**config.mk**
```make
export PLATFORM = sky130hd
export DESIGN_NAME = pipeline
export DESIGN_NICKNAME = d
export VERILOG_FILES = /design/src/common/pipe_pkg.sv /design/src/source/pipeline.sv /design/src/memory/mem_stage.sv /design/src/execute/ex.sv /design/src/decode/idec.sv /design/src/fetch/ifetch.sv
export VERILOG_INCLUDE_DIRS = /design/src /design/src/common
export SDC_FILE = /design/constraint.sdc
export NUM_CORES = 1
export LEC_CHECK = 0
export BUFFER_PORTS_ARGS = -buffer_cell sky130_fd_sc_hd__buf_2
export CORE_ASPECT_RATIO = 1.5
export CORE_UTILIZATION = 35
export CTS_BUF_LIST = sky130_fd_sc_hd__clkbuf_4 sky130_fd_sc_hd__clkbuf_8
export CTS_CLUSTER_DIAMETER = 50
export DETAILED_ROUTE_END_ITERATION = 10
export SETUP_SLACK_MARGIN = 0.05
export SYNTH_ARGS = -nofsm -noshare
export SYNTH_HDL_FRONTEND = slang
export SYNTH_SLANG_ARGS = --single-unit
```
**constraint.sdc**
```tcl
create_clock -name clock_i -period 15.2 [get_ports clock_i]
set_clock_uncertainty 0.15 [all_clocks]
set_input_delay 0.76 -clock clock_i [delete_from_list [all_inputs] [get_ports clock_i]]
set_output_delay 0.76 -clock clock_i [all_outputs]
set_load 0.01 [all_outputs]
```
**src/common/pipe_macros.svh**
```systemverilog
`ifndef PIPE_MACROS_SVH
`define PIPE_MACROS_SVH

// Data and address width
`define PIPE_XLEN 32

// Register number width
`define PIPE_RADDR_W 5

// Byte enables per data word
`define PIPE_BE_W 4

// First fetch address
`define PIPE_RESET_PC 32'h0000_0000

`endif
```
**src/common/pipe_pkg.sv**
```systemverilog
`include "pipe_macros.svh"

package pipe_pkg;

  typedef logic [`PIPE_XLEN-1:0]    word_t;
  typedef logic [`PIPE_RADDR_W-1:0] reg_addr_t;

  typedef enum logic [2:0] {
    ALU_ADD,
    ALU_SUB,
    ALU_AND,
    ALU_OR,
    ALU_XOR,
    ALU_SLT,
    ALU_SLTU,
    ALU_LUI
  } alu_op_t;

  // CLS_NONE marks a bubble
  typedef enum logic [1:0] {
    CLS_NONE,
    CLS_ALU,
    CLS_LOAD,
    CLS_STORE
  } op_class_t;

  typedef struct packed {
    logic  valid;
    word_t pc;
    word_t instr;
  } if_id_t;

  typedef struct packed {
    logic      valid;
    op_class_t cls;
    alu_op_t   alu_op;
    word_t     opa;
    word_t     opb;
    word_t     st_data;
    reg_addr_t src_a;
    reg_addr_t src_b;
    logic      src_a_used;
    logic      src_b_used;
    reg_addr_t dest;
    logic      dest_valid;
  } id_ex_t;

  typedef struct packed {
    op_class_t cls;
    word_t     result;
    word_t     st_data;
    reg_addr_t dest;
    logic      dest_valid;
  } ex_mem_t;

  typedef struct packed {
    word_t     result;
    reg_addr_t dest;
    logic      dest_valid;
  } mem_wb_t;

endpackage

```
**src/source/pipeline.sv**
```systemverilog
`timescale 1ns/10ps
`include "pipe_macros.svh"

module pipeline (
  input  logic                  clock_i,
  input  logic                  rst_i,

  output pipe_pkg::word_t       icache_addr_o,
  output logic                  icache_rd_o,
  input  pipe_pkg::word_t       icache_data_i,
  input  logic                  icache_waitrequest_i,

  output pipe_pkg::reg_addr_t   rfile_rd_addr1_o,
  output pipe_pkg::reg_addr_t   rfile_rd_addr2_o,
  input  pipe_pkg::word_t       rfile_rd_data1_i,
  input  pipe_pkg::word_t       rfile_rd_data2_i,

  output pipe_pkg::word_t       dcache_addr_o,
  output logic                  dcache_rd_o,
  output logic                  dcache_wr_o,
  output pipe_pkg::word_t       dcache_wr_data_o,
  output logic [`PIPE_BE_W-1:0] dcache_wr_be_o,
  input  pipe_pkg::word_t       dcache_data_i,
  input  logic                  dcache_waitrequest_i,

  output pipe_pkg::reg_addr_t   rfile_wr_addr_o,
  output logic                  rfile_wr_enable_o,
  output pipe_pkg::word_t       rfile_wr_data_o
);
  import pipe_pkg::*;

  if_id_t  if_id;
  id_ex_t  id_ex;
  ex_mem_t ex_mem;
  mem_wb_t mem_wb;

  logic load_use;
  logic mem_stall;
  logic ex_hold;
  logic id_hold;
  logic if_hold;

  // A dcache wait freezes everything up to EX/MEM
  assign ex_hold = mem_stall;
  // Load-use holds the front end while ID/EX takes a bubble
  assign id_hold = mem_stall | load_use;
  assign if_hold = id_hold;

  ifetch u_ifetch (
    .clock_i              (clock_i),
    .rst_i                (rst_i),
    .hold_i               (if_hold),
    .icache_data_i        (icache_data_i),
    .icache_waitrequest_i (icache_waitrequest_i),
    .icache_addr_o        (icache_addr_o),
    .icache_rd_o          (icache_rd_o),
    .if_id_o              (if_id)
  );

  // idec inserts its own bubble on load-use, so only the memory hold freezes ID/EX
  idec u_idec (
    .clock_i          (clock_i),
    .rst_i            (rst_i),
    .hold_i           (ex_hold),
    .if_id_i          (if_id),
    .rfile_rd_data1_i (rfile_rd_data1_i),
    .rfile_rd_data2_i (rfile_rd_data2_i),
    .mem_wb_i         (mem_wb),
    .rfile_rd_addr1_o (rfile_rd_addr1_o),
    .rfile_rd_addr2_o (rfile_rd_addr2_o),
    .load_use_o       (load_use),
    .id_ex_o          (id_ex)
  );

  ex u_ex (
    .clock_i  (clock_i),
    .rst_i    (rst_i),
    .hold_i   (ex_hold),
    .id_ex_i  (id_ex),
    .ex_mem_i (ex_mem),
    .mem_wb_i (mem_wb),
    .ex_mem_o (ex_mem)
  );

  mem_stage u_mem_stage (
    .clock_i              (clock_i),
    .rst_i                (rst_i),
    .ex_mem_i             (ex_mem),
    .dcache_data_i        (dcache_data_i),
    .dcache_waitrequest_i (dcache_waitrequest_i),
    .dcache_addr_o        (dcache_addr_o),
    .dcache_rd_o          (dcache_rd_o),
    .dcache_wr_o          (dcache_wr_o),
    .dcache_wr_data_o     (dcache_wr_data_o),
    .dcache_wr_be_o       (dcache_wr_be_o),
    .mem_stall_o          (mem_stall),
    .mem_wb_o             (mem_wb),
    .rfile_wr_addr_o      (rfile_wr_addr_o),
    .rfile_wr_enable_o    (rfile_wr_enable_o),
    .rfile_wr_data_o      (rfile_wr_data_o)
  );

endmodule

```
**src/memory/mem_stage.sv**
```systemverilog
`timescale 1ns/10ps
`include "pipe_macros.svh"

module mem_stage (
  input  logic                  clock_i,
  input  logic                  rst_i,
  input  pipe_pkg::ex_mem_t     ex_mem_i,
  input  pipe_pkg::word_t       dcache_data_i,
  input  logic                  dcache_waitrequest_i,
  output pipe_pkg::word_t       dcache_addr_o,
  output logic                  dcache_rd_o,
  output logic                  dcache_wr_o,
  output pipe_pkg::word_t       dcache_wr_data_o,
  output logic [`PIPE_BE_W-1:0] dcache_wr_be_o,
  output logic                  mem_stall_o,
  output pipe_pkg::mem_wb_t     mem_wb_o,
  output pipe_pkg::reg_addr_t   rfile_wr_addr_o,
  output logic                  rfile_wr_enable_o,
  output pipe_pkg::word_t       rfile_wr_data_o
);
  import pipe_pkg::*;

  mem_wb_t mem_wb_q;

  assign dcache_addr_o    = ex_mem_i.result;
  assign dcache_rd_o      = ex_mem_i.cls == CLS_LOAD;
  assign dcache_wr_o      = ex_mem_i.cls == CLS_STORE;
  assign dcache_wr_data_o = ex_mem_i.st_data;
  // Word stores only
  assign dcache_wr_be_o   = {`PIPE_BE_W{1'b1}};
  assign mem_stall_o      = (dcache_rd_o | dcache_wr_o) & dcache_waitrequest_i;

  always_ff @(posedge clock_i) begin
    if (rst_i) begin
      mem_wb_q.dest_valid <= 1'b0;
    end else begin
      mem_wb_q.dest_valid <= ex_mem_i.dest_valid & ~mem_stall_o;
      mem_wb_q.dest       <= ex_mem_i.dest;
      mem_wb_q.result     <= dcache_rd_o ? dcache_data_i : ex_mem_i.result;
    end
  end

  assign mem_wb_o          = mem_wb_q;
  assign rfile_wr_addr_o   = mem_wb_q.dest;
  assign rfile_wr_enable_o = mem_wb_q.dest_valid;
  assign rfile_wr_data_o   = mem_wb_q.result;

  a_rd_wr_excl: assert property (@(posedge clock_i) disable iff (rst_i)
    !(dcache_rd_o && dcache_wr_o));

  // EX/MEM is frozen while the dcache waits
  a_stall_stable: assert property (@(posedge clock_i) disable iff (rst_i)
    mem_stall_o |=> $stable(dcache_addr_o) && $stable(dcache_wr_data_o) &&
                    $stable(dcache_rd_o) && $stable(dcache_wr_o));

endmodule

```
**src/execute/ex.sv**
```systemverilog
`timescale 1ns/10ps

module ex (
  input  logic              clock_i,
  input  logic              rst_i,
  input  logic              hold_i,
  input  pipe_pkg::id_ex_t  id_ex_i,
  input  pipe_pkg::ex_mem_t ex_mem_i,
  input  pipe_pkg::mem_wb_t mem_wb_i,
  output pipe_pkg::ex_mem_t ex_mem_o
);
  import pipe_pkg::*;

  logic    exm_hit_a;
  logic    exm_hit_b;
  logic    wb_hit_a;
  logic    wb_hit_b;
  logic    exm_is_alu;
  word_t   rs_val;
  word_t   rt_val;
  word_t   alu_b;
  word_t   alu_res;
  ex_mem_t ex_mem_q;

  assign exm_hit_a  = id_ex_i.src_a_used && ex_mem_i.dest_valid &&
                      ex_mem_i.dest == id_ex_i.src_a;
  assign exm_hit_b  = id_ex_i.src_b_used && ex_mem_i.dest_valid &&
                      ex_mem_i.dest == id_ex_i.src_b;
  assign wb_hit_a   = id_ex_i.src_a_used && mem_wb_i.dest_valid &&
                      mem_wb_i.dest == id_ex_i.src_a;
  assign wb_hit_b   = id_ex_i.src_b_used && mem_wb_i.dest_valid &&
                      mem_wb_i.dest == id_ex_i.src_b;
  assign exm_is_alu = ex_mem_i.cls == CLS_ALU;

  // Youngest producer first
  assign rs_val = (exm_hit_a && exm_is_alu) ? ex_mem_i.result :
                  wb_hit_a                  ? mem_wb_i.result : id_ex_i.opa;
  assign rt_val = (exm_hit_b && exm_is_alu) ? ex_mem_i.result :
                  wb_hit_b                  ? mem_wb_i.result : id_ex_i.st_data;

  // Register B only for R-type, stores keep the offset in opb
  assign alu_b = (id_ex_i.cls == CLS_ALU && id_ex_i.src_b_used) ? rt_val : id_ex_i.opb;

  always_comb begin
    case (id_ex_i.alu_op)
      ALU_ADD:  alu_res = rs_val + alu_b;
      ALU_SUB:  alu_res = rs_val - alu_b;
      ALU_AND:  alu_res = rs_val & alu_b;
      ALU_OR:   alu_res = rs_val | alu_b;
      ALU_XOR:  alu_res = rs_val ^ alu_b;
      ALU_SLT:  alu_res = {31'b0, $signed(rs_val) < $signed(alu_b)};
      ALU_SLTU: alu_res = {31'b0, rs_val < alu_b};
      ALU_LUI:  alu_res = {alu_b[15:0], 16'h0000};
      default:  alu_res = '0;
    endcase
  end

  always_ff @(posedge clock_i) begin
    if (rst_i) begin
      ex_mem_q.cls        <= CLS_NONE;
      ex_mem_q.dest_valid <= 1'b0;
    end else if (!hold_i) begin
      ex_mem_q.cls        <= id_ex_i.valid ? id_ex_i.cls : CLS_NONE;
      ex_mem_q.result     <= alu_res;
      ex_mem_q.st_data    <= rt_val;
      ex_mem_q.dest       <= id_ex_i.dest;
      ex_mem_q.dest_valid <= id_ex_i.valid && id_ex_i.dest_valid;
    end
  end

  assign ex_mem_o = ex_mem_q;

  // Decode keeps a dependent one slot behind any load
  a_no_load_fwd: assert property (@(posedge clock_i) disable iff (rst_i)
    id_ex_i.valid && ex_mem_i.cls == CLS_LOAD |-> !exm_hit_a && !exm_hit_b);

endmodule

```
**src/decode/idec.sv**
```systemverilog
`timescale 1ns/10ps

module idec (
  input  logic                clock_i,
  input  logic                rst_i,
  input  logic                hold_i,
  input  pipe_pkg::if_id_t    if_id_i,
  input  pipe_pkg::word_t     rfile_rd_data1_i,
  input  pipe_pkg::word_t     rfile_rd_data2_i,
  input  pipe_pkg::mem_wb_t   mem_wb_i,
  output pipe_pkg::reg_addr_t rfile_rd_addr1_o,
  output pipe_pkg::reg_addr_t rfile_rd_addr2_o,
  output logic                load_use_o,
  output pipe_pkg::id_ex_t    id_ex_o
);
  import pipe_pkg::*;

  typedef enum logic [5:0] {
    OP_SPECIAL = 6'h00,
    OP_ADDIU   = 6'h09,
    OP_ANDI    = 6'h0c,
    OP_ORI     = 6'h0d,
    OP_LUI     = 6'h0f,
    OP_LW      = 6'h23,
    OP_SW      = 6'h2b
  } opcode_t;

  typedef enum logic [5:0] {
    FN_ADDU = 6'h21,
    FN_SUBU = 6'h23,
    FN_AND  = 6'h24,
    FN_OR   = 6'h25,
    FN_XOR  = 6'h26,
    FN_SLT  = 6'h2a,
    FN_SLTU = 6'h2b
  } funct_t;

  opcode_t   opcode;
  funct_t    funct;
  reg_addr_t rs;
  reg_addr_t rt;
  reg_addr_t rd;
  logic [15:0] imm;
  word_t     rs_val;
  word_t     rt_val;
  logic      imm_sext;
  id_ex_t    dec;
  id_ex_t    id_ex_q;
  logic      wb_hit_a;
  logic      wb_hit_b;

  assign opcode = opcode_t'(if_id_i.instr[31:26]);
  assign funct  = funct_t'(if_id_i.instr[5:0]);
  assign rs     = if_id_i.instr[25:21];
  assign rt     = if_id_i.instr[20:16];
  assign rd     = if_id_i.instr[15:11];
  assign imm    = if_id_i.instr[15:0];

  assign rfile_rd_addr1_o = rs;
  assign rfile_rd_addr2_o = rt;

  // Same-cycle writeback wins over the register file
  assign rs_val = (mem_wb_i.dest_valid && mem_wb_i.dest == rs) ? mem_wb_i.result
                                                               : rfile_rd_data1_i;
  assign rt_val = (mem_wb_i.dest_valid && mem_wb_i.dest == rt) ? mem_wb_i.result
                                                               : rfile_rd_data2_i;

  always_comb begin
    dec.cls        = CLS_NONE;
    dec.alu_op     = ALU_ADD;
    dec.src_a      = rs;
    dec.src_b      = rt;
    dec.src_a_used = 1'b1;
    dec.src_b_used = 1'b0;
    dec.dest       = rt;
    imm_sext       = 1'b1;
    if (if_id_i.valid) begin
      case (opcode)
        OP_SPECIAL: begin
          dec.cls        = CLS_ALU;
          dec.src_b_used = 1'b1;
          dec.dest       = rd;
          case (funct)
            FN_ADDU: dec.alu_op = ALU_ADD;
            FN_SUBU: dec.alu_op = ALU_SUB;
            FN_AND:  dec.alu_op = ALU_AND;
            FN_OR:   dec.alu_op = ALU_OR;
            FN_XOR:  dec.alu_op = ALU_XOR;
            FN_SLT:  dec.alu_op = ALU_SLT;
            FN_SLTU: dec.alu_op = ALU_SLTU;
            default: dec.cls = CLS_NONE;
          endcase
        end
        OP_ADDIU: dec.cls = CLS_ALU;
        OP_ANDI: begin
          dec.cls    = CLS_ALU;
          dec.alu_op = ALU_AND;
          imm_sext   = 1'b0;
        end
        OP_ORI: begin
          dec.cls    = CLS_ALU;
          dec.alu_op = ALU_OR;
          imm_sext   = 1'b0;
        end
        OP_LUI: begin
          dec.cls        = CLS_ALU;
          dec.alu_op     = ALU_LUI;
          dec.src_a_used = 1'b0;
          imm_sext       = 1'b0;
        end
        OP_LW: dec.cls = CLS_LOAD;
        OP_SW: begin
          dec.cls        = CLS_STORE;
          dec.src_b_used = 1'b1;
        end
        default: dec.cls = CLS_NONE;
      endcase
    end
    dec.valid      = dec.cls != CLS_NONE;
    dec.src_a_used = dec.src_a_used & dec.valid;
    dec.src_b_used = dec.src_b_used & dec.valid;
    // r0 never gets written
    dec.dest_valid = (dec.cls == CLS_ALU || dec.cls == CLS_LOAD) && dec.dest != '0;
    dec.opa        = rs_val;
    // R-type takes register B from st_data in execute
    dec.opb        = imm_sext ? {{16{imm[15]}}, imm} : {16'h0000, imm};
    dec.st_data    = rt_val;
  end

  assign load_use_o = id_ex_q.valid && id_ex_q.cls == CLS_LOAD && id_ex_q.dest_valid &&
                      ((dec.src_a_used && dec.src_a == id_ex_q.dest) ||
                       (dec.src_b_used && dec.src_b == id_ex_q.dest));

  // A held entry catches the write that leaves MEM/WB during the stall
  assign wb_hit_a = id_ex_q.src_a_used && mem_wb_i.dest_valid && mem_wb_i.dest == id_ex_q.src_a;
  assign wb_hit_b = id_ex_q.src_b_used && mem_wb_i.dest_valid && mem_wb_i.dest == id_ex_q.src_b;

  always_ff @(posedge clock_i) begin
    if (rst_i) begin
      id_ex_q.valid      <= 1'b0;
      id_ex_q.cls        <= CLS_NONE;
      id_ex_q.dest_valid <= 1'b0;
    end else if (!hold_i) begin
      if (load_use_o) begin
        id_ex_q.valid      <= 1'b0;
        id_ex_q.cls        <= CLS_NONE;
        id_ex_q.src_a_used <= 1'b0;
        id_ex_q.src_b_used <= 1'b0;
        id_ex_q.dest_valid <= 1'b0;
      end else begin
        id_ex_q <= dec;
      end
    end else begin
      if (wb_hit_a) begin
        id_ex_q.opa <= mem_wb_i.result;
      end
      if (wb_hit_b) begin
        id_ex_q.st_data <= mem_wb_i.result;
      end
    end
  end

  assign id_ex_o = id_ex_q;

  a_no_r0_dest: assert property (@(posedge clock_i) disable iff (rst_i)
    id_ex_q.valid |-> !(id_ex_q.dest_valid && id_ex_q.dest == '0));

endmodule

```
**src/fetch/ifetch.sv**
```systemverilog
`timescale 1ns/10ps
`include "pipe_macros.svh"

module ifetch (
  input  logic             clock_i,
  input  logic             rst_i,
  input  logic             hold_i,
  input  pipe_pkg::word_t  icache_data_i,
  input  logic             icache_waitrequest_i,
  output pipe_pkg::word_t  icache_addr_o,
  output logic             icache_rd_o,
  output pipe_pkg::if_id_t if_id_o
);
  import pipe_pkg::*;

  word_t  pc_q;
  if_id_t if_id_q;
  logic   fetch_ok;

  assign icache_addr_o = pc_q;
  // No new read while the front end is held
  assign icache_rd_o   = ~hold_i;
  assign fetch_ok      = icache_rd_o & ~icache_waitrequest_i;

  always_ff @(posedge clock_i) begin
    if (rst_i) begin
      pc_q <= `PIPE_RESET_PC;
    end else if (fetch_ok) begin
      pc_q <= pc_q + `PIPE_XLEN'(4);
    end
  end

  // IF/ID, bubble while the icache waits
  always_ff @(posedge clock_i) begin
    if (rst_i) begin
      if_id_q.valid <= 1'b0;
    end else if (!hold_i) begin
      if_id_q.valid <= fetch_ok;
      if_id_q.pc    <= pc_q;
      if_id_q.instr <= icache_data_i;
    end
  end

  assign if_id_o = if_id_q;

  a_pc_aligned: assert property (@(posedge clock_i) disable iff (rst_i)
    pc_q[1:0] == 2'b00);

endmodule

```
==> results of run 1 <==
==> flip-flops by register name (all words and copies together), names as in the netlist <==
register and cells:
u_ifetch.if_id_o 33, u_mem_stage.rfile_wr_enable_o 1, u_mem_stage.rfile_wr_addr_o 5, u_mem_stage.rfile_wr_data_o 32, u_idec.id_ex_o 105, u_ifetch.icache_addr_o 30
u_ex.ex_mem_o 72
==> logic make-up (layout without fill, tap and decap cells) <==
logic type | Yosys count | in the layout | synth area share [%]
DFF | 278 | 278 | 41.9
adders and majority gates | 101 | 101 | 6.72
muxes | 181 | 181 | 9.79
buffers and inverters | 304 | 499 | 7.82
AOI/OAI and AO/OA | 472 | 472 | 15.7
xor gates and xnor gates | 86 | 86 | 3.97
other | 2 | 9 | 0.0396
and+or+nand+nor | 526 | 526 | 14.0
==> final cells by class <==
cell class                      count  area [µm²]
Multi-Input combinational cell   1372        9620
Fill cell                        5387       32200
Antenna cell                        3        7.51
Inverter                          105         394
Clock inverter                     22         135
Timing Repair Buffer              302        1580
Sequential cell                   278        7960
Tap cell                          689         862
Clock buffer                       70         851
==> routing by layer <==
layer | wire (µm) | part of all wire [%] | vias up
li1 | - | - | 7341
met1 | 24500 | 36 | 7738
met5 | 13 | 0.019 | -
met4 | 4080 | 6.0 | 2
met2 | 35300 | 52 | 686
met3 | 4020 | 5.9 | 188
==> critical path, delay by kind of cell (launching register included) <==
| family | cells | cell delay, ns |
|---|---|---|
| xor gates and xnor gates | 1 | 0.19 |
| AOI/OAI and AO/OA | 7 | 2.13 |
| adders and majority gates | 1 | 0.41 |
| muxes | 2 | 0.79 |
| buffers and inverters | 1 | 0.18 |
| and+or+nand+nor | 5 | 1.73 |
| DFF | 1 | 0.48 |
==> cell usage after synthesis (all sizes together) (9+ instances only) <==
cell	n
nor2	136
xnor2	35
edfxtp	239
xor2	51
dfxtp	39
clkbuf	86
o21bai	11
o21ai	124
and3	12
mux2	38
or3	70
nor2b	16
nand2	133
a21o	18
a21oi	133
mux2i	143
o221ai	9
o31ai	13
nor4	12
nand2b	15
inv	103
a31oi	15
ha	98
nand3	32
nand4	21
nor3	35
o22ai	20
o21a	36
buf	113
a22oi	21
==> path summary, 6_finish.rpt <==
kind	startpoint	to	slack, ns
setup / recovery	u_mem_stage.rfile_wr_addr_o[2]$_DFFE_PN_	u_ex.ex_mem_o[67]$_DFFE_PP_	8.81
hold / removal	icache_data_i[23]	u_ifetch.if_id_o[23]$_DFFE_PP_	0.13
setup reg to reg	u_mem_stage.rfile_wr_addr_o[2]$_DFFE_PN_	u_ex.ex_mem_o[67]$_DFFE_PP_	8.81
hold reg to reg	u_ifetch.if_id_o[7]$_DFFE_PP_	u_idec.id_ex_o[57]$_DFFE_PP_	0.27
==> power breakdown <==
part           internal, mW  switching, mW  leakage (nW)
clock network         0.368          0.346         0.526
logic                 0.134          0.218          5.86
registers             0.885         0.0524          2.67
==> stage by stage <==
| step | std cells | setup WS, ns | hold WS, ns |
|---|---|---|---|
| floorplan | 1954 | 8.14 | 0.250 |
| global placement | 2746 | 9.07 | 0.255 |
| detailed placement | 2746 | 8.90 | 0.262 |
| CTS | 2838 | 8.83 | 0.0888 |
| global route | 2840 | 8.35 | 0.0927 |
| finish | 2841 | 8.81 | 0.133 |
==> metrics.txt, run 1 <==
Lkg Pwr=9.06 nW; ANT nets after route=0; Min-Delay Path Class=input pin to register; Total Wirelength=68,000 µm; Yosys top cell by area=edfxtp_1; crit path cell chain=xor2_1 > nor4_2 > nand2_2 > mux2i_1 > a21oi_1 > mux2i_1 > inv_1 > ha_1 > nor2b_1 > nand4_1 > a2111oi_2 > nor4b_4 > o31ai_2 > a31oi_1 > o31ai_1 > a2111oi_0 > a311o_1; reg2reg path depth=17; Rel. slew slack=approximately a fifth; final hold violations=0; post-synth top area share=approximately 38%; Pre-antenna DRT Iters=5; crit path max fanout=31; met1 Use GR=26.0%; Clock Pin Slew Worst Setup and Hold Paths=0.06 ns; Critical Path Start Type=register; FFs w/ async S/R, synth=0%; first-pass GRT wire length=roughly 100,000 µm; chip width=192 µm; max_cap viols=0; most used cell, CP=mux2i_1; Gate Count Post-Synth=1,950; synthesized cell area=19,000 µm²; Peak VDD IR=approximately 0.000068 V; CTS tree=built; final instance area=21,400 µm²; Nets=2,341; largest net degree at the start of global routing=80; total grt overflow=0; routability congestion estimate=0.975; Iteration-0 DRC Markers=1,090; unrepaired setup endpoints after global routing=false; slowest CP cell=nand2_2; Via density=5.62; worst hold stages=1; HPWL after detailed placement=50,500 µm; met3 Use GR=3.86%; number of global-route vias before repair=16,314; Ports=around 280; max-slew violation count=0; initial antenna violation count=4; die height=about 290 µm; most common cell after layout, fill and taps aside=buf_2; M2 GR Usage=a little under half; fin crit period=6.39 ns; endpoint class of the critical path=register; port buffer count=276; WP data required=around 15 ns; Core Rows=104; Fin Setup TNS=0 ns; CTS buffer count=50; Power per Cell Area=93.6 nW/µm²; Worst-Skew Late Latency=0.65 ns; Slew @ Worst Pin=1.19 ns; CTS Hold Buffers Added=0; placed inst area=~20,000 µm²; Final Util=39.9%; post-CTS sizing=0; Peak Freq=0.156 GHz; clk buf depth=3; drt wl/cell=between 20 and 25 µm; Clock Sinks=278; Clock Tree Root=clkbuf_8; most frequent cells in the layout=buf_2, edfxtp_1, mux2i_1, nor2_1; htree depth=2; synth warn=0; Layout area overhead=12.7%; WP data arrival=around 6.6 ns; Post-synth EDFFs=239; # DRC=0; Post-CTS Setup Bufs=0; status=finished clean; share of cells above drive strength 1=a little over a fifth; CP peak stage delay=around 0.77 ns; total number of vias=15,955; Initial Utilization=35.4%; Power Total=~2.0 mW; Avg Inst Size Synth=roughly 10 µm²; Final period util=42.0%; CORE AREA=53,600 µm²; CP Class=register to register; Die Area=55,200 µm²; Top FF cell, synth=edfxtp_1; setup violators final=0; Yosys reg bits=about 280; busiest grt layer=met2; library cells used by synthesis=90; Seq/Total Area, Yosys=41.9%; main area contributors after synthesis=edfxtp_1, mux2i_1, ha_1, dfxtp_1, a21oi_1; GR Util All Layers=24.4%
No activity file was read; power rests on OpenSTA's default activity.
==> run 2: changes to the inputs <==
==> constraint.sdc (replaced) <==
create_clock -name clock_i -period 6.1 [get_ports clock_i]
set_clock_uncertainty 0.15 [all_clocks]
set_input_delay 0.305 -clock clock_i [delete_from_list [all_inputs] [get_ports clock_i]]
set_output_delay 0.305 -clock clock_i [all_outputs]
set_load 0.01 [all_outputs]
==> metrics.txt, run 2 (synthesis results as in run 1) <==
Fin Setup TNS=0 ns; CORE AREA=53,600 µm²; Peak Freq=0.174 GHz; total grt overflow=0; Initial Utilization=between 30% and 40%; fin crit period=5.73 ns; Final period util=between 90% and 100%; max_cap viols=0; CTS buffer count=50; worst hold stages=4; Power per Cell Area=237 nW/µm²; Layout area overhead=17.9%; ANT nets after route=0; WP data required=between 6 and 7 ns; Clock Tree Root=clkbuf_8; setup violators final=0; htree depth=2; Clock Sinks=278; most frequent cells in the layout=buf_2, edfxtp_1, mux2i_1, nor2_1; most common cell after layout, fill and taps aside=buf_2; Iteration-0 DRC Markers=852; port buffer count=276; CTS tree=built; reg2reg path depth=17; unrepaired setup endpoints after global routing=true; Total Wirelength=between 60,000 and 70,000 µm; met3 Use GR=4.15%; # DRC=0; Worst-Skew Late Latency=0.68 ns; largest net degree at the start of global routing=69; total number of vias=16,245; busiest grt layer=met2; Via density=5.55; max FFs per register=105; Critical Path Start Type=register; clk buf depth=3; status=finished clean; Clock Pin Slew Worst Setup and Hold Paths=approximately 0.06 ns; crit path max fanout=9; WP data arrival=about 6 ns; GR Util All Layers=24.9%; Die Area=around 55,000 µm²; chip width=192 µm; first-pass GRT wire length=102,000 µm; final hold violations=0; max-slew violation count=0; Nets=2,425; Slew @ Worst Pin=roughly 1.2 ns; routability congestion estimate=1.00; Final Util=about two fifths; drt wl/cell=23.7 µm; Core Rows=104; Rel. slew slack=19.2%; Peak VDD IR=approximately 0.00018 V; share of cells above drive strength 1=roughly 22%; M2 GR Usage=44.6%; met1 Use GR=a little over a quarter; die height=287 µm; Ports=between 200 and 300; Min-Delay Path Class=input pin to register; CP Class=register to register; number of global-route vias before repair=16,639; endpoint class of the critical path=register; initial antenna violation count=2; Lkg Pwr=roughly 9.5 nW; Pre-antenna DRT Iters=5; HPWL after detailed placement=52,000 µm
[run 2: changes by cell type in the layout (fill, tap and decap cells not counted), sizes merged]
| cell | delta |
|---|---|
| diode | -2 |
| clkbuf | +1 |
| buf | +16 |
| dlygate4sd3 | +68 |
| clkinvlp | -2 |
| clkinv | -2 |
| bufinv | +5 |
[run 2: power breakdown]
| part | leakage, nW | switching [mW] | internal, mW |
|---|---|---|---|
| Clock | 0.604 | 0.884 | 1.15 |
| Combinational | 6.23 | 0.559 | 0.373 |
| Sequential | 2.67 | 0.135 | 2.20 |
[run 2: final timing paths]
kind                                                               start                           end  slack [ns]
worst min-delay path                                 rfile_rd_data1_i[2]  u_idec.id_ex_o[84]$_DFFE_PP_        0.05
worst max-delay path            u_mem_stage.rfile_wr_addr_o[2]$_DFFE_PN_   u_ex.ex_mem_o[67]$_DFFE_PP_        0.37
worst min register to register             u_ifetch.if_id_o[6]$_DFFE_PP_  u_idec.id_ex_o[56]$_DFFE_PP_        0.28
worst max register to register  u_mem_stage.rfile_wr_addr_o[2]$_DFFE_PN_   u_ex.ex_mem_o[67]$_DFFE_PP_        0.37
[run 2: per-stage QoR]
step / total power, mW / cells / setup WS, ns / cell area [µm²] / hold WS [ns]
2_1_floorplan: 2.92 / 1954 / 0.589 / 19000 / 0.250
3_3_place_gp: 3.25 / 2762 / 0.500 / 20500 / 0.253
3_5_place_dp: 3.26 / 2762 / 0.399 / 20500 / 0.264
4_1_cts: 5.33 / 2924 / 0.326 / 22400 / 0.00165
5_1_grt: 5.50 / 2925 / 0.0249 / 22400 / 0.0513
6_report: 5.30 / 2925 / 0.367 / 22400 / 0.0510
[run 2: timing repair]
action / 4_1_cts / 5_1_grt
endpoints found under the hold margin: 76 / 0
setup buffers: 0 / 0
setup endpoints to repair: 0 / 3
gates resized for setup: 0 / 2
hold buffers: 68 / 0
[run 2: area by class of cell]
| type | instances | area, µm² |
|---|---|---|
| clock buffer | 71 | 865 |
| fill | 5272 | 31200 |
| tap | 689 | 862 |
| sequential | 278 | 7960 |
| timing repair buffer | 386 | 2390 |
| inverter | 105 | 394 |
| multi-input combinational | 1372 | 9640 |
| clock inverter | 23 | 278 |
| antenna | 1 | 2.50 |
[run 2: critical path: stages, from the launching register on]
cell and delay (ns):
edfxtp_1 0.49, xor2_1 0.19, nor4_2 0.46, nand2_2 0.33
buf_4 0.28, mux2i_1 0.20, a21oi_1 0.11, mux2i_1 0.31
inv_1 0.17, ha_1 0.41, a21oi_1 0.40, nand4_1 0.19
a21o_1 0.27, a311oi_2 0.61, o21ai_1 0.19, a31oi_1 0.25
a2111oi_0 0.10, a311o_1 0.34
[run 2: metal layers]
layer / part of all wire [%] / vias to the layer above
met4: 7.2 / 0
li1: - / 7526
met3: 5.8 / 206
met1: 36 / 7830
met5: 0 / -
met2: 51 / 683
